### config.mk
export PLATFORM = sky130hd
export DESIGN_NAME = dns_client
export DESIGN_NICKNAME = d
export VERILOG_FILES = /design/src/net_pkg.sv /design/src/dns_pkg.sv /design/src/sec_tmr.sv /design/src/dns_qry_enc.sv /design/src/dns_rsp_parse.sv /design/src/dns_core.sv /design/src/dns_client.sv
export SDC_FILE = /design/constraint.sdc
export NUM_CORES = 1
export LEC_CHECK = 0
export ABC_CLOCK_PERIOD_IN_PS = 19500
export BUFFER_PORTS_ARGS = -buffer_cell sky130_fd_sc_hd__buf_4
export CORE_ASPECT_RATIO = 0.75
export CORE_MARGIN = 4
export CORE_UTILIZATION = 36
export DETAILED_ROUTE_END_ITERATION = 7
export HOLD_SLACK_MARGIN = 0.12
export SLEW_MARGIN = 10
export SYNTH_ARGS = -nofsm -noshare
export SYNTH_HDL_FRONTEND = slang
export SYNTH_SLANG_ARGS = --single-unit
### constraint.sdc
create_clock -name clk -period 19.5 [get_ports clk]
set_input_delay 0 -clock clk [delete_from_list [all_inputs] [get_ports clk]]
set_output_delay 0 -clock clk [all_outputs]
set_load 0.05 [all_outputs]
### src/net_pkg.sv
package net_pkg;

  // Most significant octet sits at index 3.
  typedef logic [3:0][7:0] ipv4_t;

  // One payload byte of a UDP datagram.
  typedef struct packed {
    logic [7:0] data;
    logic       first;
    logic       last;
  } udp_beat_t;

  // Valid together with the first beat.
  typedef struct packed {
    ipv4_t       dst;
    logic [15:0] len; // Payload bytes.
  } udp_meta_t;

  localparam logic [15:0] DNS_PORT = 16'd53; // Server port for the UDP layer.

endpackage : net_pkg

### src/dns_pkg.sv
package dns_pkg;

  localparam int NAME_MAX    = 32; // Widest host name in bytes.
  localparam int DNS_HDR_LEN = 12;

  localparam logic [15:0] QTYPE_A   = 16'd1;
  localparam logic [15:0] QCLASS_IN = 16'd1;
  localparam logic [15:0] FLAGS_RD  = 16'h0100; // Recursion desired.

  typedef struct packed {
    logic [15:0] id;
    logic [15:0] flags;
    logic [15:0] qdcount;
    logic [15:0] ancount;
    logic [15:0] nscount;
    logic [15:0] arcount;
  } dns_hdr_t;

  typedef enum logic [2:0] {
    idle_s,
    send_s,
    resp_wait_s,
    lease_s,
    fail_s
  } dns_state_e;

  typedef struct packed {
    logic [15:0]     id;
    logic            ok;
    logic [31:0]     ttl;
    net_pkg::ipv4_t  addr;
  } dns_rsp_t;

  // Name byte 0 is the first character, unused bytes at the top are zero.
  typedef struct packed {
    logic                      start;
    logic [NAME_MAX-1:0][7:0]  name;
    net_pkg::ipv4_t            server;
  } dns_ctl_t;

  typedef struct packed {
    logic            done;
    logic            ok;
    logic            addr_val;
    net_pkg::ipv4_t  addr;
    logic [31:0]     ttl;
  } dns_stat_t;

endpackage : dns_pkg

### src/sec_tmr.sv
`timescale 1ns/1ps

module sec_tmr #(
  parameter int REFCLK_HZ = 125000000
) (
  input  logic clk,
  input  logic fsm_rst,
  input  logic en,
  output logic tick
);

  localparam int CW = $clog2(REFCLK_HZ + 1);
  localparam logic [CW-1:0] LAST = CW'(REFCLK_HZ - 1);

  logic [CW-1:0] cnt;

  assign tick = en && (cnt == LAST);

  // Held at zero while disabled so each wait starts a full second.
  always_ff @(posedge clk) begin
    if (fsm_rst || !en) begin
      cnt <= '0;
    end
    else if (cnt == LAST) begin
      cnt <= '0;
    end
    else begin
      cnt <= cnt + 1'b1;
    end
  end

endmodule : sec_tmr

### src/dns_qry_enc.sv
`timescale 1ns/1ps

module dns_qry_enc #(
  parameter int NAME_LEN = 32
) (
  input  logic                     clk,
  input  logic                     fsm_rst,
  input  logic                     start,
  input  logic [15:0]              id,
  input  logic [NAME_LEN-1:0][7:0] name,
  input  net_pkg::ipv4_t           server,
  output net_pkg::udp_beat_t       tx,
  output logic                     tx_val,
  output net_pkg::udp_meta_t       tx_meta,
  output logic                     sent
);

  localparam int IW = $clog2(NAME_LEN + 1);

  typedef enum logic [1:0] {
    idle_e,
    asm_e,
    send_e
  } enc_state_e;

  enc_state_e state;

  logic [IW-1:0]            idx;
  logic [NAME_LEN+1:0][7:0] enc;     // Label form, count byte first.
  logic [7:0]               cur;
  logic [7:0]               lbl_cnt;
  logic [7:0]               lbl_nxt;
  logic                     seen;
  logic [15:0]              enc_len; // Encoded name incl. lead count and zero.
  logic [15:0]              pkt_len;
  logic [15:0]              bcnt;
  logic                     last_beat;
  logic [7:0]               byte_nxt;
  int                       ei;
  int                       ti;

  dns_pkg::dns_hdr_t                    hdr;
  logic [dns_pkg::DNS_HDR_LEN-1:0][7:0] hdr_b;
  logic [3:0][7:0]                      tail_b;

  assign hdr = '{id: id, flags: dns_pkg::FLAGS_RD, qdcount: 16'd1,
                 ancount: 16'd0, nscount: 16'd0, arcount: 16'd0};
  assign hdr_b  = hdr;
  assign tail_b = {dns_pkg::QTYPE_A, dns_pkg::QCLASS_IN};

  assign pkt_len   = 16'(dns_pkg::DNS_HDR_LEN) + enc_len + 16'd4;
  assign tx_meta   = '{dst: server, len: pkt_len};
  assign last_beat = (bcnt == pkt_len - 16'd1);

  assign cur = name[idx];

  always_comb begin
    if (cur == 8'h2e) lbl_nxt = 8'd0;           // A dot closes the label.
    else if (cur == 8'h00) lbl_nxt = lbl_cnt;
    else lbl_nxt = lbl_cnt + 8'd1;
  end

  // Header, encoded name, then type and class.
  always_comb begin
    ei = int'(bcnt) - dns_pkg::DNS_HDR_LEN;
    ti = ei - int'(enc_len);
    if (ei < 0) byte_nxt = hdr_b[dns_pkg::DNS_HDR_LEN - 1 - int'(bcnt)];
    else if (ti < 0) byte_nxt = enc[ei];
    else byte_nxt = tail_b[3 - ti];
  end

  always_ff @(posedge clk) begin
    if (fsm_rst) begin
      state  <= idle_e;
      tx_val <= 1'b0;
      sent   <= 1'b0;
    end
    else begin
      tx_val <= 1'b0;
      sent   <= 1'b0;
      case (state)
        idle_e : if (start) state <= asm_e;
        asm_e  : if (idx == '0) state <= send_e;
        send_e : begin
          tx_val <= 1'b1;
          sent   <= last_beat;
          if (last_beat) state <= idle_e;
        end
        default : state <= idle_e;
      endcase
    end
  end

  always_ff @(posedge clk) begin
    case (state)
      idle_e : begin
        idx     <= IW'(NAME_LEN - 1);
        enc     <= '0;
        lbl_cnt <= 8'd0;
        seen    <= 1'b0;
        enc_len <= 16'd2;
        bcnt    <= 16'd0;
      end
      asm_e : begin
        enc[idx+1] <= (cur == 8'h2e) ? lbl_cnt : cur;
        lbl_cnt    <= lbl_nxt;
        if (!seen && cur != 8'h00) begin
          seen    <= 1'b1;
          enc_len <= 16'(idx) + 16'd3;
        end
        if (idx == '0) enc[0] <= lbl_nxt; // Count of the first label.
        else idx <= idx - 1'b1;
      end
      default : begin
        bcnt     <= bcnt + 16'd1;
        tx.data  <= byte_nxt;
        tx.first <= (bcnt == 16'd0);
        tx.last  <= last_beat;
      end
    endcase
  end

endmodule : dns_qry_enc

### src/dns_rsp_parse.sv
`timescale 1ns/1ps

module dns_rsp_parse (
  input  logic               clk,
  input  logic               fsm_rst,
  input  net_pkg::udp_beat_t rx,
  input  logic               rx_val,
  output logic               rsp_val,
  output dns_pkg::dns_rsp_t  rsp
);

  typedef enum logic [2:0] {
    hdr_p,   // 12 header bytes.
    qname_p, // Question name up to its zero byte.
    qtail_p, // Question type and class.
    aname_p, // Compressed answer name.
    ans_p,   // Type, class, ttl, rdlength, rdata.
    done_p,
    err_p
  } parse_state_e;

  parse_state_e phase;
  parse_state_e cur_phase;
  logic [3:0]   cnt;
  logic [3:0]   cur_cnt;

  logic [dns_pkg::DNS_HDR_LEN-1:0][7:0] hdr_sr;
  logic [13:0][7:0]                     ans_sr;
  dns_pkg::dns_hdr_t                    hdr;
  logic [15:0]                          a_type;
  logic [15:0]                          a_class;
  logic [31:0]                          a_ttl;
  logic [15:0]                          a_rdlen;
  net_pkg::ipv4_t                       a_addr;
  logic                                 ok;

  // A first beat always restarts the walk.
  assign cur_phase = rx.first ? hdr_p : phase;
  assign cur_cnt   = rx.first ? 4'd0 : cnt;

  assign hdr     = hdr_sr;
  assign a_type  = ans_sr[13:12];
  assign a_class = ans_sr[11:10];
  assign a_ttl   = ans_sr[9:6];
  assign a_rdlen = ans_sr[5:4];
  assign a_addr  = ans_sr[3:0];

  assign ok = (phase == done_p) && hdr.flags[15] && (hdr.flags[3:0] == 4'd0) &&
              (hdr.ancount != 16'd0) && (a_type == dns_pkg::QTYPE_A) &&
              (a_class == dns_pkg::QCLASS_IN) && (a_rdlen == 16'd4);

  assign rsp = '{id: hdr.id, ok: ok, ttl: a_ttl, addr: a_addr};

  always_ff @(posedge clk) begin
    if (fsm_rst) begin
      phase   <= hdr_p;
      cnt     <= 4'd0;
      rsp_val <= 1'b0;
    end
    else begin
      rsp_val <= rx_val && rx.last;
      if (rx_val) begin
        cnt   <= cur_cnt + 4'd1;
        phase <= cur_phase;
        case (cur_phase)
          hdr_p : begin
            if (cur_cnt == 4'd11) begin
              phase <= qname_p;
              cnt   <= 4'd0;
            end
          end
          qname_p : begin
            if (rx.data == 8'h00) begin
              phase <= qtail_p;
              cnt   <= 4'd0;
            end
          end
          qtail_p : begin
            if (cur_cnt == 4'd3) begin
              phase <= aname_p;
              cnt   <= 4'd0;
            end
          end
          aname_p : begin
            if (cur_cnt == 4'd0 && rx.data[7:6] != 2'b11) begin
              phase <= err_p; // Only a pointer is accepted here.
            end
            else if (cur_cnt == 4'd1) begin
              phase <= ans_p;
              cnt   <= 4'd0;
            end
          end
          ans_p : if (cur_cnt == 4'd13) phase <= done_p;
          default : cnt <= 4'd0; // Trailing records are dropped.
        endcase
      end
    end
  end

  always_ff @(posedge clk) begin
    if (rx_val && cur_phase == hdr_p) hdr_sr <= {hdr_sr[10:0], rx.data};
    if (rx_val && cur_phase == ans_p) ans_sr <= {ans_sr[12:0], rx.data};
  end

endmodule : dns_rsp_parse

### src/dns_core.sv
`timescale 1ns/1ps

module dns_core #(
  parameter int NAME_LEN    = 32,
  parameter int RETRIES     = 3,
  parameter int TIMEOUT_SEC = 2,
  parameter int LEASE_SEC   = 5
) (
  input  logic                     clk,
  input  logic                     fsm_rst,
  input  dns_pkg::dns_ctl_t        ctl,
  output dns_pkg::dns_stat_t       stat,
  output logic                     enc_start,
  output logic [15:0]              qry_id,
  output logic [NAME_LEN-1:0][7:0] qry_name,
  output net_pkg::ipv4_t           qry_server,
  input  logic                     sent,
  input  logic                     rsp_val,
  input  dns_pkg::dns_rsp_t        rsp,
  output logic                     tmr_en,
  input  logic                     tick
);

  localparam int FW = $clog2(RETRIES + 1);
  localparam int SEC_MAX = (TIMEOUT_SEC > LEASE_SEC) ? TIMEOUT_SEC : LEASE_SEC;
  localparam int SW = $clog2(SEC_MAX + 1);

  localparam logic [FW-1:0] FAIL_LAST = FW'(RETRIES - 1);
  localparam logic [SW-1:0] TMO_LAST  = SW'(TIMEOUT_SEC - 1);
  localparam logic [SW-1:0] LEASE_END = SW'(LEASE_SEC - 1);

  dns_pkg::dns_state_e state;

  logic [FW-1:0] fail_cnt;
  logic [SW-1:0] sec_cnt;
  logic          launch;
  logic          rsp_hit;
  logic          fail_evt;

  assign launch = ctl.start && (state == dns_pkg::idle_s || state == dns_pkg::lease_s ||
                                state == dns_pkg::fail_s);

  // Responses for an older query are dropped without touching the timeout.
  assign rsp_hit  = rsp_val && (rsp.id == qry_id) && (state == dns_pkg::resp_wait_s);
  assign fail_evt = (rsp_hit && !rsp.ok) ||
                    (state == dns_pkg::resp_wait_s && tick && sec_cnt == TMO_LAST);

  always_ff @(posedge clk) begin
    if (fsm_rst) begin
      state         <= dns_pkg::idle_s;
      qry_id        <= 16'h0000; // First attempt uses 1.
      fail_cnt      <= '0;
      sec_cnt       <= '0;
      enc_start     <= 1'b0;
      tmr_en        <= 1'b0;
      stat.done     <= 1'b0;
      stat.ok       <= 1'b0;
      stat.addr_val <= 1'b0;
    end
    else begin
      enc_start <= 1'b0;
      tmr_en    <= 1'b0;
      stat.done <= 1'b0;
      if (launch) begin
        qry_name      <= ctl.name[NAME_LEN-1:0];
        qry_server    <= ctl.server;
        qry_id        <= qry_id + 16'd1;
        fail_cnt      <= '0;
        enc_start     <= 1'b1;
        stat.addr_val <= 1'b0;
        state         <= dns_pkg::send_s;
      end
      else begin
        case (state)
          dns_pkg::send_s : begin
            sec_cnt <= '0;
            if (sent) state <= dns_pkg::resp_wait_s;
          end
          dns_pkg::resp_wait_s : begin
            tmr_en <= 1'b1;
            if (rsp_hit && rsp.ok) begin
              tmr_en        <= 1'b0; // Restart the second for the lease.
              sec_cnt       <= '0;
              stat.done     <= 1'b1;
              stat.ok       <= 1'b1;
              stat.addr_val <= 1'b1;
              stat.addr     <= rsp.addr;
              stat.ttl      <= rsp.ttl;
              state         <= dns_pkg::lease_s;
            end
            else if (fail_evt) begin
              tmr_en <= 1'b0;
              if (fail_cnt == FAIL_LAST) begin
                stat.done <= 1'b1;
                stat.ok   <= 1'b0;
                state     <= dns_pkg::fail_s;
              end
              else begin
                fail_cnt  <= fail_cnt + 1'b1;
                qry_id    <= qry_id + 16'd1;
                enc_start <= 1'b1;
                state     <= dns_pkg::send_s;
              end
            end
            else if (tick) begin
              sec_cnt <= sec_cnt + 1'b1;
            end
          end
          dns_pkg::lease_s : begin
            tmr_en <= 1'b1;
            if (tick) begin
              sec_cnt <= sec_cnt + 1'b1;
              if (sec_cnt == LEASE_END) begin
                tmr_en        <= 1'b0;
                stat.addr_val <= 1'b0;
                state         <= dns_pkg::idle_s;
              end
            end
          end
          default : ; // Idle and fail wait for start.
        endcase
      end
    end
  end

endmodule : dns_core

### src/dns_client.sv
`timescale 1ns/1ps

module dns_client #(
  parameter int NAME_LEN    = 32,
  parameter int RETRIES     = 3,
  parameter int TIMEOUT_SEC = 2,
  parameter int LEASE_SEC   = 5,
  parameter int REFCLK_HZ   = 125000000
) (
  input  logic               clk,
  input  logic               fsm_rst,
  input  dns_pkg::dns_ctl_t  ctl,
  output dns_pkg::dns_stat_t stat,
  output net_pkg::udp_beat_t tx,
  output logic               tx_val,
  output net_pkg::udp_meta_t tx_meta,
  input  net_pkg::udp_beat_t rx,
  input  logic               rx_val
);

  logic                     enc_start;
  logic [15:0]              qry_id;
  logic [NAME_LEN-1:0][7:0] qry_name;
  net_pkg::ipv4_t           qry_server;
  logic                     sent;
  logic                     rsp_val;
  dns_pkg::dns_rsp_t        rsp;
  logic                     tmr_en;
  logic                     tick;

  dns_core #(
    .NAME_LEN    (NAME_LEN),
    .RETRIES     (RETRIES),
    .TIMEOUT_SEC (TIMEOUT_SEC),
    .LEASE_SEC   (LEASE_SEC)
  ) u_core (
    .clk        (clk),
    .fsm_rst    (fsm_rst),
    .ctl        (ctl),
    .stat       (stat),
    .enc_start  (enc_start),
    .qry_id     (qry_id),
    .qry_name   (qry_name),
    .qry_server (qry_server),
    .sent       (sent),
    .rsp_val    (rsp_val),
    .rsp        (rsp),
    .tmr_en     (tmr_en),
    .tick       (tick)
  );

  dns_qry_enc #(
    .NAME_LEN (NAME_LEN)
  ) u_enc (
    .clk     (clk),
    .fsm_rst (fsm_rst),
    .start   (enc_start),
    .id      (qry_id),
    .name    (qry_name),
    .server  (qry_server),
    .tx      (tx),
    .tx_val  (tx_val),
    .tx_meta (tx_meta),
    .sent    (sent)
  );

  dns_rsp_parse u_parse (
    .clk     (clk),
    .fsm_rst (fsm_rst),
    .rx      (rx),
    .rx_val  (rx_val),
    .rsp_val (rsp_val),
    .rsp     (rsp)
  );

  sec_tmr #(
    .REFCLK_HZ (REFCLK_HZ)
  ) u_tmr (
    .clk     (clk),
    .fsm_rst (fsm_rst),
    .en      (tmr_en),
    .tick    (tick)
  );

endmodule : dns_client

==> results.cfg <==
[cells_and_area]
fill_cells = 9067
regArea_um2 = 27790
final_layout_size_suffix_gt1_frac = 0.2084
fin_nets = 4018
multiInputGateArea_um2 = 11630
layout.cells.non_filler = 5229
mostFrequentLayoutCells = edfxtp_1 (880), dlygate4sd3_1 (601), buf_4 (466)
final_common_cell = edfxtp_1
syn_to_final_growth_pct = 34.46

[setup_path]
worstPathArrival_ns = 4.98
crit_path_end_kind = register
crit_fanout = 83
cp_data_required_time_ns = 19.76
critPathTopFamily = buffers and inverters
cpMaxStageDelayCell = buf_4
path_class = reg -> reg
critPathLaunchType = register
path_buf_inv = 3
crit_top_cell = buf_4
crit_chain = nor2b_1, and2_1, o21ai_0, nor2_4, buf_4, buf_4, buf_4
cpPeakStageDelay_ns = 0.91

[sta]
worst_pin_slew_ns = 1.257
fin_tns_setup_ns = 0
fin_crit_ns = 4.726
slew_headroom = 0.1588
fin_ws_ns = 14.77
finalCritPeriodShare = 0.2424
rsz0062_at_grt = false
slew_viol_final = 0
finClkSkew_ns = 0.06098
fmax_ghz = 0.2116
setup_viol = 0
hold_viol = 0

[drt]
dr_wl_met2_mm = 56.24
routed_wl_mm = 117.4
vias = 27700
wl_met3_mm = 8.079
top_signal_layer_used = met4
vias_per_cell = 5.297
post_drt_wl_per_cell_um = 22.44
route.detailed.drc = 0
drt_iter0_drc = 3059
drtPass1Iterations = 5
wl_met1_mm = 49.63
final_antenna_net_count = 0

[global_routing]
grt_max_degree = 120
grt_pass1_wl_mm = 175.4
antenna_found_initial = 23
grt_pass1_vias = 27880
track_usage = 0.1933
gr-total-overflow = 0

[power]
p_sw_frac = 0.2311
switchingPower_mw = 1.070
p_seq_frac = 0.495
p_per_area_nw_per_um2 = 85.43
total_power_mw = 4.629
ir_drop_uv = 73.85
p_comb_frac = 0.089
leakage_nw = 19.22
power.internal_mw = 3.559
p_clk_frac = 0.417

[clock_tree]
clk_latency_ns = 0.69
cts_buffers = 96
path_clk_slew_ns = 0.06
root_buffer = clkbuf_16
clock_sinks = 948
cts_max_path_buffers = 3
cts_tree = done
h-tree-depth = 3
postCtsSetupBuffers = 0

[logic_synthesis]
synth-edff-count = 880
synth_top_area_frac = 0.6558
yosys.area.top_type = edfxtp_1
syn_inst = 2702
yosysSeqAreaShare = 0.6896
synth_area_um2 = 40290
synth_seq_cells = 948
syn_avg_cell_area_um2 = 14.91
synthTopCellsByArea = edfxtp_1 (66%), mux4_2 (8.0%), dfxtp_1 (3.4%), mux2i_1 (3.3%), nor2_1 (2.4%)
netlist-cell-type-count = 64
synth_warnings = 0
ys_async_sr_fraction = 0
synth_flop_cell = edfxtp_1

[place]
dp_hpwl_mm = 69.50
place_ws_ns = 14.89
place_inst = 4432
gp_congestion = 0.8319
io_buffer_count = 419

[floorplan]
die_w_um = 394.3
start_util = 0.3656
core-area_um2 = 110200
die_y_um = 297.7
design.portCount = 428
rows = 105
dieArea_um2 = 117400

[flow_run]
cap_violations = 0

[run_status]
status = finished, final reports clean

[min_path]
worstHoldPathType = in -> reg
==> routing by layer <==
layer | track usage | up-vias
met5 | 0 | -
met1 | 0.2693 | 14060
li1 | - | 12310
met2 | 0.3112 | 1090
met4 | 0.05928 | 0
met3 | 0.03337 | 231
==> cells in the mapped netlist (37+ instances only) <==
cell type	instances
nand2_1	176
a21oi_1	190
mux2i_1	134
dfxtp_1	68
mux4_2	144
o21ai_0	184
xor2_1	43
clkbuf_1	122
nand3_1	39
nor2_1	261
inv_1	37
edfxtp_1	880
xnor2_1	55
==> worst paths after layout <==
kind / from / to / slack, ns / cells past startpoint
max: u_core.state[0] / u_core.qry_server[29] / 14.77 / 7
min: ctl[72] / u_core.qry_name[40] / 0.20 / 2
max reg2reg: u_core.state[0] / u_core.qry_server[29] / 14.77 / 7
min reg2reg: u_parse.hdr[78] / u_parse.rsp[71] / 0.41 / 0
==> stage by stage <==
step                      area [µm²]  hold WS, ns  utilization
after floorplan                40320      0.09887            -
after global placement         44870       0.1779       0.4070
after detailed placement       44870       0.1794       0.4070
after CTS                      54130       0.1310       0.4911
after global routing           54180       0.1458       0.4915
final                          54180       0.1972       0.4915
==> power groups by stage <==
stage | registers [mW] | clock network (mW) | logic [mW]
2_1_floorplan | 2.34 | 0 | 0.181
3_3_place_gp | 2.33 | 0 | 0.297
3_5_place_dp | 2.33 | 0 | 0.299
4_1_cts | 2.29 | 1.95 | 0.399
5_1_grt | 2.29 | 2.05 | 0.435
6_report | 2.29 | 1.93 | 0.411
==> sequential cells by signal, indices dropped and copies added (netlist names), 2 cells and up <==
register,cells
u_core.fail_cnt,2
u_core.qry_id,16
u_core.qry_name,256
u_core.qry_server,32
u_core.sec_cnt,3
u_core.stat,67
u_core.state,3
u_enc.bcnt,16
u_enc.enc,272
u_enc.enc_len,7
u_enc.idx,6
u_enc.lbl_cnt,8
u_enc.state,2
u_enc.tx,10
u_parse.a_class,16
u_parse.a_rdlen,16
u_parse.a_type,16
u_parse.cnt,4
u_parse.hdr,80
u_parse.phase,3
u_parse.rsp,80
u_tmr.cnt,27
==> logic make-up after synthesis <==
kind of cell | Yosys count | synth area share
adder cells (fa/ha/maj) | 29 | 0.009005
XOR/XNOR | 98 | 0.02130
AO/OA/AOI/OAI | 468 | 0.06617
multiplexers | 278 | 0.1138
flip-flops | 948 | 0.6896
AND/OR/NAND/NOR | 656 | 0.07499
buffers and inverters | 224 | 0.02506
other | 1 | 0.00009307
==> final cells by class <==
type	count	share of cell area
flip-flops and latches	948	0.5129
multi-input cells	1537	0.2146
diodes	19	0.0008776
well taps	1444	0.03335
clock buffers	111	0.04538
repair buffers	1067	0.1756
clock inverters	66	0.01457
inverters	37	0.002702
==> repair_timing <==
item	CTS	global route
gates resized for setup	0	0
hold buffers	601	0
hold endpoints to repair	380	0
(Power assumes the default switching activity.)
